--- config.mk ---
export PLATFORM = sky130hd
export DESIGN_NAME = conv_accel
export DESIGN_NICKNAME = d
export VERILOG_FILES = /design/src/conv_params_pkg.sv /design/src/conv_types_pkg.sv /design/src/stride_div.sv /design/src/conv_ctrl.sv /design/src/window_addr_gen.sv /design/src/mac_unit.sv /design/src/output_packer.sv /design/src/conv_accel.sv
export SDC_FILE = /design/constraint.sdc
export NUM_CORES = 2
export LEC_CHECK = 0
export BUFFER_PORTS_ARGS = -buffer_cell sky130_fd_sc_hd__buf_4
export CORE_MARGIN = 4
export CORE_UTILIZATION = 62
export CTS_CLUSTER_DIAMETER = 30
export CTS_CLUSTER_SIZE = 30
export DETAILED_ROUTE_END_ITERATION = 8
export MAX_ROUTING_LAYER = met4
export PLACE_DENSITY = 0.85
export SLEW_MARGIN = 15
export SYNTH_ARGS = -nofsm -noshare
export SYNTH_HDL_FRONTEND = slang
export SYNTH_SLANG_ARGS = --single-unit
--- constraint.sdc ---
create_clock -name clk -period 8.9 [get_ports clk]
set_input_delay 0.445 -clock clk [delete_from_list [all_inputs] [get_ports clk]]
set_output_delay 0.445 -clock clk [all_outputs]
set_load 0.03 [all_outputs]
--- src/conv_params_pkg.sv ---
// ==============================
// Convolution engine size limits
// and parameter-memory layout
// ==============================
`default_nettype none

package conv_params_pkg;

    localparam int MAX_DIM    = 32;            // Largest input height or width
    localparam int MAX_K      = 3;             // Largest kernel size
    localparam int NUM_UNITS  = 4;             // Output channels in parallel
    localparam int TAPS_MAX   = MAX_K * MAX_K; // Weight slots per unit

    // Unit u owns words u*UNIT_SLOTS .. u*UNIT_SLOTS+9, bias last
    localparam int UNIT_SLOTS = TAPS_MAX + 1;
    localparam int BIAS_TAP   = TAPS_MAX;      // Tap index of the bias slot

endpackage

`default_nettype wire

--- src/conv_types_pkg.sv ---
// ==============================
// Convolution engine types
// Vector widths and FSM phases
// ==============================
`default_nettype none

package conv_types_pkg;

    typedef logic        [7:0]  pix_t;      // Input pixel, unsigned
    typedef logic signed [7:0]  wgt_t;      // Weight or bias word
    typedef logic signed [19:0] acc_t;      // Full-precision sum
    typedef logic        [5:0]  dim_t;      // Dimension, count or stride
    typedef logic        [9:0]  in_addr_t;  // Input buffer address
    typedef logic        [5:0]  par_addr_t; // Parameter memory address
    typedef logic        [3:0]  tap_t;      // Tap 0..8, 9 is the bias
    typedef logic        [1:0]  ch_t;       // Output channel

    // Control phases
    typedef enum logic [2:0] {
        IDLE,
        DIVIDE,
        LOAD,
        COMPUTE,
        DRAIN,
        FINISH
    } ctrl_state_e;

endpackage

`default_nettype wire

--- src/stride_div.sv ---
// ==============================
// Stride divider
// Restoring shift-subtract, one
// quotient bit per cycle
// ==============================
`timescale 1ns/1ps
`default_nettype none

module stride_div
    import conv_types_pkg::*;
(
    input  logic clk,
    input  logic rst,
    input  logic div_start,
    input  dim_t dividend,
    input  dim_t divisor,
    output dim_t quotient,
    output logic div_done
);

    localparam int W = $bits(dim_t);

    dim_t         rem_q;
    dim_t         quo_q;
    dim_t         dsr_q;
    logic [2:0]   step_cnt;
    logic         busy;
    logic [W:0]   shifted;
    logic [W+1:0] diff;
    logic         last_step;

    // Partial remainder with the next dividend bit shifted in
    assign shifted   = {rem_q, quo_q[W-1]};
    assign diff      = {1'b0, shifted} - {2'b00, dsr_q};
    assign last_step = busy && (step_cnt == 3'(W));

    always_ff @(posedge clk or posedge rst) begin
        if (rst) begin
            busy     <= 1'b0;
            step_cnt <= '0;
            div_done <= 1'b0;
        end else begin
            div_done <= 1'b0;
            if (div_start) begin
                busy     <= 1'b1;
                step_cnt <= '0;
            end else if (last_step) begin
                busy     <= 1'b0;
                div_done <= 1'b1;
            end else if (busy) begin
                step_cnt <= step_cnt + 3'd1;
            end
        end
    end

    always_ff @(posedge clk) begin
        if (div_start) begin
            rem_q <= '0;
            quo_q <= dividend;
            dsr_q <= divisor;
        end else if (busy && !last_step) begin
            if (diff[W+1]) begin            // Borrow, restore
                rem_q <= shifted[W-1:0];
                quo_q <= {quo_q[W-2:0], 1'b0};
            end else begin
                rem_q <= diff[W-1:0];
                quo_q <= {quo_q[W-2:0], 1'b1};
            end
        end
        if (last_step) quotient <= quo_q;
    end

endmodule

`default_nettype wire

--- src/conv_ctrl.sv ---
// ==============================
// Convolution control
// Phase FSM, configuration,
// output size and weight loading
// ==============================
`timescale 1ns/1ps
`default_nettype none

module conv_ctrl
    import conv_params_pkg::*, conv_types_pkg::*;
(
    input  logic                 clk,
    input  logic                 rst,
    input  logic                 start_valid,
    output logic                 start_ready,
    input  dim_t                 cfg_k,
    input  dim_t                 cfg_h,
    input  dim_t                 cfg_w,
    input  dim_t                 cfg_stride,
    output logic                 par_rd,
    output par_addr_t            par_addr,
    input  wgt_t                 par_rdata,
    output logic [NUM_UNITS-1:0] ld_en,
    output tap_t                 ld_tap,
    output wgt_t                 ld_data,
    output logic                 compute_go,
    output dim_t                 k,
    output dim_t                 w,
    output dim_t                 stride,
    output dim_t                 out_h,
    output dim_t                 out_w,
    input  logic                 gen_done,
    input  logic                 pack_busy,
    output logic                 done
);

    ctrl_state_e state;
    logic        accept;
    logic        load_fin;
    logic        div_done_h;
    logic        div_done_w;
    dim_t        quot_h;
    dim_t        quot_w;
    tap_t        tap;
    tap_t        last_wtap;
    ch_t         unit;
    par_addr_t   unit_base;

    assign start_ready = (state == IDLE);
    assign accept      = start_valid && start_ready;
    assign par_rd      = (state == LOAD) && !load_fin;
    assign par_addr    = unit_base + par_addr_t'(tap);
    assign ld_data     = par_rdata;  // Already aligned with the delayed enable
    assign compute_go  = (state == LOAD) && load_fin;
    assign done        = (state == FINISH);

    // ==============================
    // Output size, (in - K) / S + 1
    // ==============================
    stride_div u_div_h (
        .clk       (clk),
        .rst       (rst),
        .div_start (accept),
        .dividend  (cfg_h - cfg_k),
        .divisor   (cfg_stride),
        .quotient  (quot_h),
        .div_done  (div_done_h)
    );

    stride_div u_div_w (
        .clk       (clk),
        .rst       (rst),
        .div_start (accept),
        .dividend  (cfg_w - cfg_k),
        .divisor   (cfg_stride),
        .quotient  (quot_w),
        .div_done  (div_done_w)
    );

    always_ff @(posedge clk) begin
        if (accept) begin
            k         <= cfg_k;
            w         <= cfg_w;
            stride    <= cfg_stride;
            last_wtap <= tap_t'(cfg_k * cfg_k - 1);
        end
        if (div_done_h) out_h <= quot_h + 6'd1;
        if (div_done_w) out_w <= quot_w + 6'd1;
        ld_tap <= tap;                 // Lines up with par_rdata
    end

    // ==============================
    // Phase FSM
    // ==============================
    always_ff @(posedge clk or posedge rst) begin
        if (rst) begin
            state     <= IDLE;
            load_fin  <= 1'b0;
            ld_en     <= '0;
            tap       <= '0;
            unit      <= '0;
            unit_base <= '0;
        end else begin
            ld_en <= '0;
            case (state)
                IDLE: begin
                    if (accept) begin
                        state     <= DIVIDE;
                        tap       <= '0;
                        unit      <= '0;
                        unit_base <= '0;
                    end
                end
                DIVIDE: if (div_done_h && div_done_w) state <= LOAD;
                LOAD: begin
                    if (load_fin) begin        // Last bias lands this cycle
                        load_fin <= 1'b0;
                        state    <= COMPUTE;
                    end else begin
                        ld_en[unit] <= 1'b1;
                        if (tap == tap_t'(BIAS_TAP)) begin
                            tap       <= '0;
                            unit      <= unit + 2'd1;
                            unit_base <= unit_base + par_addr_t'(UNIT_SLOTS);
                            load_fin  <= (unit == ch_t'(NUM_UNITS - 1));
                        end else if (tap == last_wtap) begin
                            tap <= tap_t'(BIAS_TAP);  // Skip unused slots
                        end else begin
                            tap <= tap + 4'd1;
                        end
                    end
                end
                COMPUTE: if (gen_done) state <= DRAIN;
                DRAIN:   if (!pack_busy) state <= FINISH;
                FINISH:  state <= IDLE;
                default: state <= IDLE;
            endcase
        end
    end

endmodule

`default_nettype wire

--- src/window_addr_gen.sv ---
// ==============================
// Window address walker
// Raster walk of KxK windows with
// tap markers and output stall
// ==============================
`timescale 1ns/1ps
`default_nettype none

module window_addr_gen
    import conv_params_pkg::*, conv_types_pkg::*;
(
    input  logic     clk,
    input  logic     rst,
    input  logic     compute_go,
    input  dim_t     k,
    input  dim_t     w,
    input  dim_t     stride,
    input  dim_t     out_h,
    input  dim_t     out_w,
    input  logic     pack_busy,
    output logic     in_rd,
    output in_addr_t in_addr,
    output logic     pix_valid,
    output logic     pix_first,
    output logic     pix_last,
    output tap_t     pix_tap,
    output logic     gen_done
);

    localparam int KW = $clog2(MAX_K + 1);

    logic [KW-1:0] kc;
    logic [KW-1:0] kr;
    logic [KW-1:0] k_last;
    tap_t          tap;
    dim_t          ox;
    dim_t          oy;
    dim_t          prep_cnt;
    in_addr_t      addr;
    in_addr_t      line;       // Start of current kernel row
    in_addr_t      win;        // Window origin
    in_addr_t      row_base;   // Origin of first window in the output row
    in_addr_t      row_step;   // stride * w
    in_addr_t      next_win;
    logic          prep;
    logic          active;
    logic          first_tap;
    logic          last_tap;
    logic          row_end;
    logic          last_win;
    logic          issue;

    assign k_last    = KW'(k - 6'd1);
    assign first_tap = (kc == '0) && (kr == '0);
    assign last_tap  = (kc == k_last) && (kr == k_last);
    assign row_end   = (ox == out_w - 6'd1);
    assign last_win  = row_end && (oy == out_h - 6'd1);
    assign issue     = active && !(last_tap && pack_busy); // Hold last tap
    assign next_win  = row_end ? row_base + row_step : win + in_addr_t'(stride);

    assign in_rd   = issue;
    assign in_addr = addr;

    always_ff @(posedge clk or posedge rst) begin
        if (rst) begin
            prep      <= 1'b0;
            active    <= 1'b0;
            pix_valid <= 1'b0;
            pix_first <= 1'b0;
            pix_last  <= 1'b0;
            gen_done  <= 1'b0;
        end else begin
            // Markers follow in_rd by one cycle, like the read data
            pix_valid <= issue;
            pix_first <= issue && first_tap;
            pix_last  <= issue && last_tap;
            gen_done  <= issue && last_tap && last_win;
            if (compute_go) begin
                prep <= 1'b1;
            end else if (prep && prep_cnt == 6'd1) begin
                prep   <= 1'b0;
                active <= 1'b1;
            end
            if (issue && last_tap && last_win) active <= 1'b0;
        end
    end

    // ==============================
    // Counters and addresses
    // ==============================
    always_ff @(posedge clk) begin
        pix_tap <= tap;
        if (compute_go) begin
            prep_cnt <= stride;
            row_step <= '0;
            kc       <= '0;
            kr       <= '0;
            tap      <= '0;
            ox       <= '0;
            oy       <= '0;
            addr     <= '0;
            line     <= '0;
            win      <= '0;
            row_base <= '0;
        end else if (prep) begin
            // Row step built by adding w once per stride
            prep_cnt <= prep_cnt - 6'd1;
            row_step <= row_step + in_addr_t'(w);
        end else if (issue) begin
            if (last_tap) begin
                kc   <= '0;
                kr   <= '0;
                tap  <= '0;
                win  <= next_win;
                line <= next_win;
                addr <= next_win;
                if (row_end) begin
                    ox       <= '0;
                    oy       <= oy + 6'd1;
                    row_base <= next_win;
                end else begin
                    ox <= ox + 6'd1;
                end
            end else if (kc == k_last) begin   // Next kernel row
                kc   <= '0;
                kr   <= kr + 1'b1;
                tap  <= tap + 4'd1;
                line <= line + in_addr_t'(w);
                addr <= line + in_addr_t'(w);
            end else begin
                kc   <= kc + 1'b1;
                tap  <= tap + 4'd1;
                addr <= addr + 10'd1;
            end
        end
    end

endmodule

`default_nettype wire

--- src/mac_unit.sv ---
// ==============================
// Multiply-accumulate unit
// One output channel, bias plus
// weighted window pixels
// ==============================
`timescale 1ns/1ps
`default_nettype none

module mac_unit
    import conv_params_pkg::*, conv_types_pkg::*;
(
    input  logic clk,
    input  logic rst,
    input  logic ld_en,
    input  tap_t ld_tap,
    input  wgt_t ld_data,
    input  logic pix_valid,
    input  logic pix_first,
    input  logic pix_last,
    input  tap_t pix_tap,
    input  pix_t pix_data,
    output acc_t result
);

    wgt_t               wts [TAPS_MAX];
    wgt_t               bias;
    acc_t               acc;
    acc_t               sum;
    logic signed [16:0] prod;

    // Pixel is unsigned, zero bit keeps it positive
    assign prod = wts[pix_tap] * $signed({1'b0, pix_data});
    assign sum  = (pix_first ? acc_t'(bias) : acc) + acc_t'(prod);

    always_ff @(posedge clk) begin
        if (ld_en) begin
            if (ld_tap == tap_t'(BIAS_TAP)) begin
                bias <= ld_data;
            end else begin
                wts[ld_tap] <= ld_data;
            end
        end
    end

    always_ff @(posedge clk or posedge rst) begin
        if (rst) begin
            acc    <= '0;
            result <= '0;
        end else if (pix_valid) begin
            acc <= sum;
            if (pix_last) result <= sum;  // Held while next window runs
        end
    end

endmodule

`default_nettype wire

--- src/output_packer.sv ---
// ==============================
// Output packer
// Holds four channel results and
// streams them under valid/ready
// ==============================
`timescale 1ns/1ps
`default_nettype none

module output_packer
    import conv_params_pkg::*, conv_types_pkg::*;
(
    input  logic clk,
    input  logic rst,
    input  logic pix_last,
    input  acc_t result0,
    input  acc_t result1,
    input  acc_t result2,
    input  acc_t result3,
    output logic out_valid,
    input  logic out_ready,
    output acc_t out_data,
    output ch_t  out_ch,
    output logic pack_busy
);

    acc_t hold [NUM_UNITS];
    logic load_q;    // Results settle one cycle after pix_last
    logic sending;
    ch_t  ch;

    assign out_valid = sending;
    assign out_data  = hold[ch];
    assign out_ch    = ch;
    assign pack_busy = pix_last || load_q || sending;

    always_ff @(posedge clk or posedge rst) begin
        if (rst) begin
            load_q  <= 1'b0;
            sending <= 1'b0;
            ch      <= '0;
        end else begin
            load_q <= pix_last;
            if (load_q) begin
                sending <= 1'b1;
                ch      <= '0;
            end else if (sending && out_ready) begin
                if (ch == ch_t'(NUM_UNITS - 1)) sending <= 1'b0;
                ch <= ch + 2'd1;         // Wraps to channel 0
            end
        end
    end

    always_ff @(posedge clk) begin
        if (load_q) begin
            hold[0] <= result0;
            hold[1] <= result1;
            hold[2] <= result2;
            hold[3] <= result3;
        end
    end

endmodule

`default_nettype wire

--- src/conv_accel.sv ---
// ==============================
// Convolution accelerator top
// Control, walker, four MAC units
// and output stream
// ==============================
`timescale 1ns/1ps
`default_nettype none

module conv_accel
    import conv_params_pkg::*, conv_types_pkg::*;
(
    input  logic      clk,
    input  logic      rst,
    input  logic      start_valid,
    output logic      start_ready,
    input  dim_t      cfg_k,
    input  dim_t      cfg_h,
    input  dim_t      cfg_w,
    input  dim_t      cfg_stride,
    output logic      par_rd,
    output par_addr_t par_addr,
    input  wgt_t      par_rdata,
    output logic      in_rd,
    output in_addr_t  in_addr,
    input  pix_t      in_rdata,
    output logic      out_valid,
    input  logic      out_ready,
    output acc_t      out_data,
    output ch_t       out_ch,
    output logic      done
);

    logic [NUM_UNITS-1:0] ld_en;
    tap_t                 ld_tap;
    wgt_t                 ld_data;
    logic                 compute_go;
    dim_t                 k;
    dim_t                 w;
    dim_t                 stride;
    dim_t                 out_h;
    dim_t                 out_w;
    logic                 gen_done;
    logic                 pack_busy;
    logic                 pix_valid;
    logic                 pix_first;
    logic                 pix_last;
    tap_t                 pix_tap;
    acc_t                 result [NUM_UNITS];

    conv_ctrl u_ctrl (
        .clk         (clk),
        .rst         (rst),
        .start_valid (start_valid),
        .start_ready (start_ready),
        .cfg_k       (cfg_k),
        .cfg_h       (cfg_h),
        .cfg_w       (cfg_w),
        .cfg_stride  (cfg_stride),
        .par_rd      (par_rd),
        .par_addr    (par_addr),
        .par_rdata   (par_rdata),
        .ld_en       (ld_en),
        .ld_tap      (ld_tap),
        .ld_data     (ld_data),
        .compute_go  (compute_go),
        .k           (k),
        .w           (w),
        .stride      (stride),
        .out_h       (out_h),
        .out_w       (out_w),
        .gen_done    (gen_done),
        .pack_busy   (pack_busy),
        .done        (done)
    );

    window_addr_gen u_walker (
        .clk        (clk),
        .rst        (rst),
        .compute_go (compute_go),
        .k          (k),
        .w          (w),
        .stride     (stride),
        .out_h      (out_h),
        .out_w      (out_w),
        .pack_busy  (pack_busy),
        .in_rd      (in_rd),
        .in_addr    (in_addr),
        .pix_valid  (pix_valid),
        .pix_first  (pix_first),
        .pix_last   (pix_last),
        .pix_tap    (pix_tap),
        .gen_done   (gen_done)
    );

    // One unit per output channel, all see the same pixel
    for (genvar g = 0; g < NUM_UNITS; g++) begin : g_mac
        mac_unit u_mac (
            .clk       (clk),
            .rst       (rst),
            .ld_en     (ld_en[g]),
            .ld_tap    (ld_tap),
            .ld_data   (ld_data),
            .pix_valid (pix_valid),
            .pix_first (pix_first),
            .pix_last  (pix_last),
            .pix_tap   (pix_tap),
            .pix_data  (in_rdata),
            .result    (result[g])
        );
    end

    output_packer u_packer (
        .clk       (clk),
        .rst       (rst),
        .pix_last  (pix_last),
        .result0   (result[0]),
        .result1   (result[1]),
        .result2   (result[2]),
        .result3   (result[3]),
        .out_valid (out_valid),
        .out_ready (out_ready),
        .out_data  (out_data),
        .out_ch    (out_ch),
        .pack_busy (pack_busy)
    );

endmodule

`default_nettype wire

==> flow_summary.rst <==
.. list-table::
   :header-rows: 1

   * - Metric
     - Value
   * - Status
     - completed
   * - Final Wtd Congestion
     - 0.9243
   * - Cell area after synthesis
     - 0.04331 mm^2
   * - Kind of capture point of the worst setup path
     - register
   * - Actual slew at the worst max-slew pin
     - 1212 ps
   * - Mapped Cells
     - 3522
   * - Number of hold violations in the final report
     - 0
   * - Number of placed I/O pins
     - 87
   * - Final Util
     - 72.04%
   * - Die boundary width
     - 272.3 um
   * - Routed Wire Length
     - 102100 um
   * - Number of vias per cell after detailed routing
     - 6.014
   * - Classification of the worst-slack hold path
     - input pin to register
   * - Syn_nets
     - 4098
   * - DRC viols
     - 0
   * - Leakage power figure
     - 0.02092 uW
   * - Final worst-path cycle share
     - 82.80%
   * - Overall die height
     - 272.3 um
   * - Element type at the critical path start
     - register
   * - Delay contributed by the slowest stage of the critical path
     - 650 ps
   * - Cell repeated most along the worst path
     - sky130_fd_sc_hd__fa_1
   * - Count of synthesis-stage warnings from yosys
     - 0
   * - Share of synthesized area spent on multiplexers
     - 9.521%
   * - Mapped Avg Cell Area
     - 12.30 um^2
   * - Number of flops mapped to enable cells by yosys
     - 459
   * - Critical-path top delay cell
     - sky130_fd_sc_hd__dfxtp_4
   * - Number of antenna violations at the first check in global routing
     - 0
   * - Post-Route Setup TNS
     - 0 ps
   * - Dominant combinational cell family by area after synthesis
     - adder cells
   * - Remaining number of nets flagged by the antenna check after routing
     - 0
   * - Final min period
     - 7370 ps
   * - Part of the power in the clock network
     - 45.2%
   * - Ant diodes
     - 0
   * - Core footprint
     - 0.06895 mm^2
   * - CTS Root Cell
     - sky130_fd_sc_hd__clkbuf_16
   * - Primary flip-flop cell chosen by synthesis mapping
     - sky130_fd_sc_hd__edfxtp_1
   * - Net total in the final layout
     - 4241
   * - Cells taking the most area after synthesis
     - sky130_fd_sc_hd__edfxtp_1, sky130_fd_sc_hd__dfrtp_1, sky130_fd_sc_hd__fa_1
   * - Final routed wire length divided by cell count
     - 21.66 um
   * - Number of endpoints failing setup at the final stage
     - 0
   * - Area leader, netlist
     - sky130_fd_sc_hd__edfxtp_1
   * - Clock Tree Buf Depth
     - 3
   * - Post-synthesis cell type count
     - 83
   * - IR Drop Worst-Case VDD
     - 220.0 uV
   * - Pin count of the biggest net entering global routing
     - 85
   * - Total of max-cap violations
     - 0
   * - Area growth, synth to finish
     - 14.67%
   * - Number of clock buffers inserted by TritonCTS
     - 137
   * - Critical path cell sequence
     - buf_4 > mux4_2 > mux2i_1 > nor2_1 > a21oi_1 > nand2b_1 > fa_1 > fa_1 > inv_1 > fa_1 > fa_1 > fa_1 > ha_1 > a21oi_1 > o22ai_1 > o21ai_0 > o311ai_0 > nor2_1 > xnor2_1 > o21ai_0
   * - P_int
     - 8129 uW
   * - Power per unit of standard cell area
     - 231.8 mW/mm^2
   * - Area taken by flip-flops and latches
     - 0.02058 mm^2
   * - TritonCTS clock tree
     - yes
   * - Half-perimeter wire length after placement
     - 66230 um
   * - Arithmetic-cell share of the synthesized area counting full adders, half adders and majority gates
     - 19.11%
   * - Filler cell count in the final layout
     - 4324
   * - Worst skew pair latency
     - 740 ps
   * - Cell Rows
     - 96
   * - Switching share of total power
     - 29.39%
   * - Starting DRC count in detailed routing
     - 2374
   * - Max Clk Rate
     - 0.1357 GHz
   * - Post-Route Skew
     - 43.67 ps
   * - Fraction of the yosys area taken by sequential cells
     - 47.48%
   * - Synth top area share
     - 31.82%
   * - Category of the critical setup timing path
     - register to register
   * - Global router's overall resource usage
     - 29.05%
   * - Critical Path RT
     - 9460 ps
   * - Number of post-CTS setup repair buffers
     - 0
   * - Max-slew violation count
     - 0
   * - Number of search-and-repair iterations in the first detailed-routing pass
     - 5
   * - Critical path fanouts, max
     - 23
   * - Proportion of power drawn by combinational gates
     - 19.3%
   * - Synthesized-area fraction occupied by xor and xnor cells
     - 3.308%
   * - H-Tree Level Count
     - 4
   * - Via count
     - 28340
   * - GRT overflow
     - 0
   * - Arrival time at the worst endpoint
     - 7930 ps
   * - RSZ-0062 raised after global routing
     - false
   * - Initial core utilization
     - 62.82%
   * - # port buffers
     - 86
   * - Overall die area
     - 0.07415 mm^2
   * - Via count of the first global-routing pass
     - 30540
   * - Clk pin slew, worst setup/hold paths
     - 50 ps
   * - Share of final-layout standard cells stronger than drive strength 1
     - 15.60%
   * - Multi-input logic area
     - 0.02095 mm^2
   * - Share of flip-flops with an asynchronous set or reset after synthesis
     - 26.60%
   * - Basic-gate share of the synthesized area counting and, or, nand and nor cells
     - 9.412%
   * - Reg power frac
     - 35.6%
   * - Synthesized-area fraction occupied by ao, oa, aoi and oai cells
     - 6.994%
   * - Headroom to the max-slew limit
     - 19.20%
   * - Total of flip-flops plus latches after synthesis
     - 748
   * - Total clock sinks
     - 748
   * - Switching power summed over all nets
     - 3383 uW
   * - Wire length of the first global-routing pass
     - 164000 um
synthesized netlist by cell type (all sizes together), types with 5 or more instances:
| library cell | instances |
|---|---|
| or3 | 15 |
| xor2 | 41 |
| o211ai | 12 |
| nor2 | 228 |
| o21ai | 170 |
| a21o | 23 |
| nand2 | 219 |
| a22o | 10 |
| mux2i | 88 |
| nor4 | 7 |
| o22ai | 12 |
| mux4 | 84 |
| inv | 349 |
| nand4 | 8 |
| o21bai | 13 |
| a21oi | 149 |
| o311ai | 6 |
| dfrtp | 199 |
| dfxtp | 90 |
| nand2b | 61 |
| buf | 35 |
| fa | 216 |
| nor3b | 5 |
| clkbuf | 84 |
| and2 | 32 |
| o21a | 18 |
| ha | 316 |
| nor2b | 130 |
| xnor2 | 120 |
| and2b | 8 |
| a211oi | 23 |
| a31oi | 16 |
| edfxtp | 459 |
| mux2 | 120 |
| or2 | 16 |
| nand3 | 32 |
| nor3 | 28 |
| o31a | 6 |
| and3 | 17 |
stage by stage:
stage | worst slack, ps | hold slack, ps | cells | total power, uW | instance area (um^2)
after CTS | 1486 | 57.94 | 4712 | 11550 | 49670
after global placement | 1669 | 347.5 | 4441 | 6186 | 44820
final | 1530 | 97.80 | 4712 | 11510 | 49670
after detailed placement | 1459 | 353.7 | 4441 | 6285 | 44820
after floorplan | 2619 | 348.9 | 3522 | 5720 | 43310
after global routing | 925.0 | 84.38 | 4712 | 12020 | 49670
worst paths after layout:
kind	from	end	slack, ps	cells after the start
max	register	g_mac[0].u_mac.result[19]	1530	20
min	cfg_k[2]	u_ctrl.last_wtap[3]	100	3
max reg2reg	register	g_mac[0].u_mac.result[19]	1530	20
min reg2reg	u_walker.tap[3]	register	360	0
max in group asynchronous	rst	g_mac[1].u_mac.result[10]	6500	5
min in group asynchronous	rst	u_ctrl.u_div_h.div_done	380	3
cells in the final DEF, fill, tap and decap left out, types with 18 or more instances in the layout:
master                      netlist  final
sky130_fd_sc_hd__fa_1           216    216
sky130_fd_sc_hd__nand2b_1        61     61
sky130_fd_sc_hd__nand2_1        219    218
sky130_fd_sc_hd__xor2_1          41     41
sky130_fd_sc_hd__edfxtp_1       459    459
sky130_fd_sc_hd__xnor2_1        120    120
sky130_fd_sc_hd__nor2b_1        130    130
sky130_fd_sc_hd__ha_1           316    316
sky130_fd_sc_hd__o21ai_0        158    157
sky130_fd_sc_hd__a211oi_1        23     23
sky130_fd_sc_hd__o21a_1          18     18
sky130_fd_sc_hd__nand3_1         32     32
sky130_fd_sc_hd__and2_1          31     31
sky130_fd_sc_hd__mux2_2         120    120
sky130_fd_sc_hd__a21oi_1        145    145
sky130_fd_sc_hd__mux4_2          84     84
sky130_fd_sc_hd__a21o_1          23     23
sky130_fd_sc_hd__dfrtp_1        199    196
sky130_fd_sc_hd__nor3_1          27     27
sky130_fd_sc_hd__buf_4            5    107
sky130_fd_sc_hd__dfxtp_1         90     86
sky130_fd_sc_hd__mux2i_1         88     88
sky130_fd_sc_hd__inv_1          349    348
sky130_fd_sc_hd__clkbuf_16        0    140
sky130_fd_sc_hd__nor2_1         225    225
area by class of cell:
class | instances | area share (%)
clock buffers | 154 | 7.260
clock inverters | 101 | 2.174
flip-flops and latches | 748 | 41.44
inverters | 350 | 2.660
multi-input cells | 2305 | 42.18
repair buffers | 123 | 1.940
well taps | 931 | 2.345
sequential cells by signal (all words and copies together), names as in the netlist, 10 cells and up, named ones only:
signal and count:
g_mac.u_mac.wts 288, g_mac.u_mac.acc 80, g_mac.u_mac.result 80, u_packer.hold 80, g_mac.u_mac.bias 32, u_walker.in_addr 10
u_walker.line 10, u_walker.row_base 10, u_walker.row_step 10, u_walker.win 10
repair_timing:
action | in CTS | in global routing
hold buffers | 16 | 0
resized for setup | 0 | 0
hold endpoints to repair | 98 | 0
setup endpoints to repair | 0 | 0
power by group through the flow:
stage	Combinational (uW)	Clock (uW)	Sequential (uW)
2_1_floorplan	1630	0	4090
3_3_place_gp	2050	0	4140
3_5_place_dp	2140	0	4150
4_1_cts	2200	5250	4090
5_1_grt	2470	5440	4110
6_report	2220	5200	4090
routing by layer:
| metal | vias up | GRT usage [%] | wire [um] |
|---|---|---|---|
| met4 | 0 | 13.38 | 4468 |
| met1 | 14280 | 35.03 | 39230 |
| li1 | 12650 | - | - |
| met3 | 302 | 4.563 | 6217 |
| met2 | 1109 | 48.61 | 52160 |
| met5 | - | - | 0 |
worst max-delay path: cells and delay by family (launching register included):
family | cells | cell delay [ps]
flops | 1 | 650
compound gates | 6 | 1800
xor+xnor | 1 | 150
buf+inv | 2 | 470
simple gates | 3 | 460
mux | 2 | 760
fa+ha+maj | 6 | 2880
logic make-up (layout without fill, tap and decap cells):
group / Yosys count / count (layout)
xor gates and xnor gates: 162 / 162
buffers and inverters: 469 / 728
DFF: 748 / 748
AOI/OAI and AO/OA: 494 / 494
and+or+nand+nor: 825 / 825
adders and majority gates: 532 / 532
muxes: 292 / 292
(Power assumes the default switching activity.)
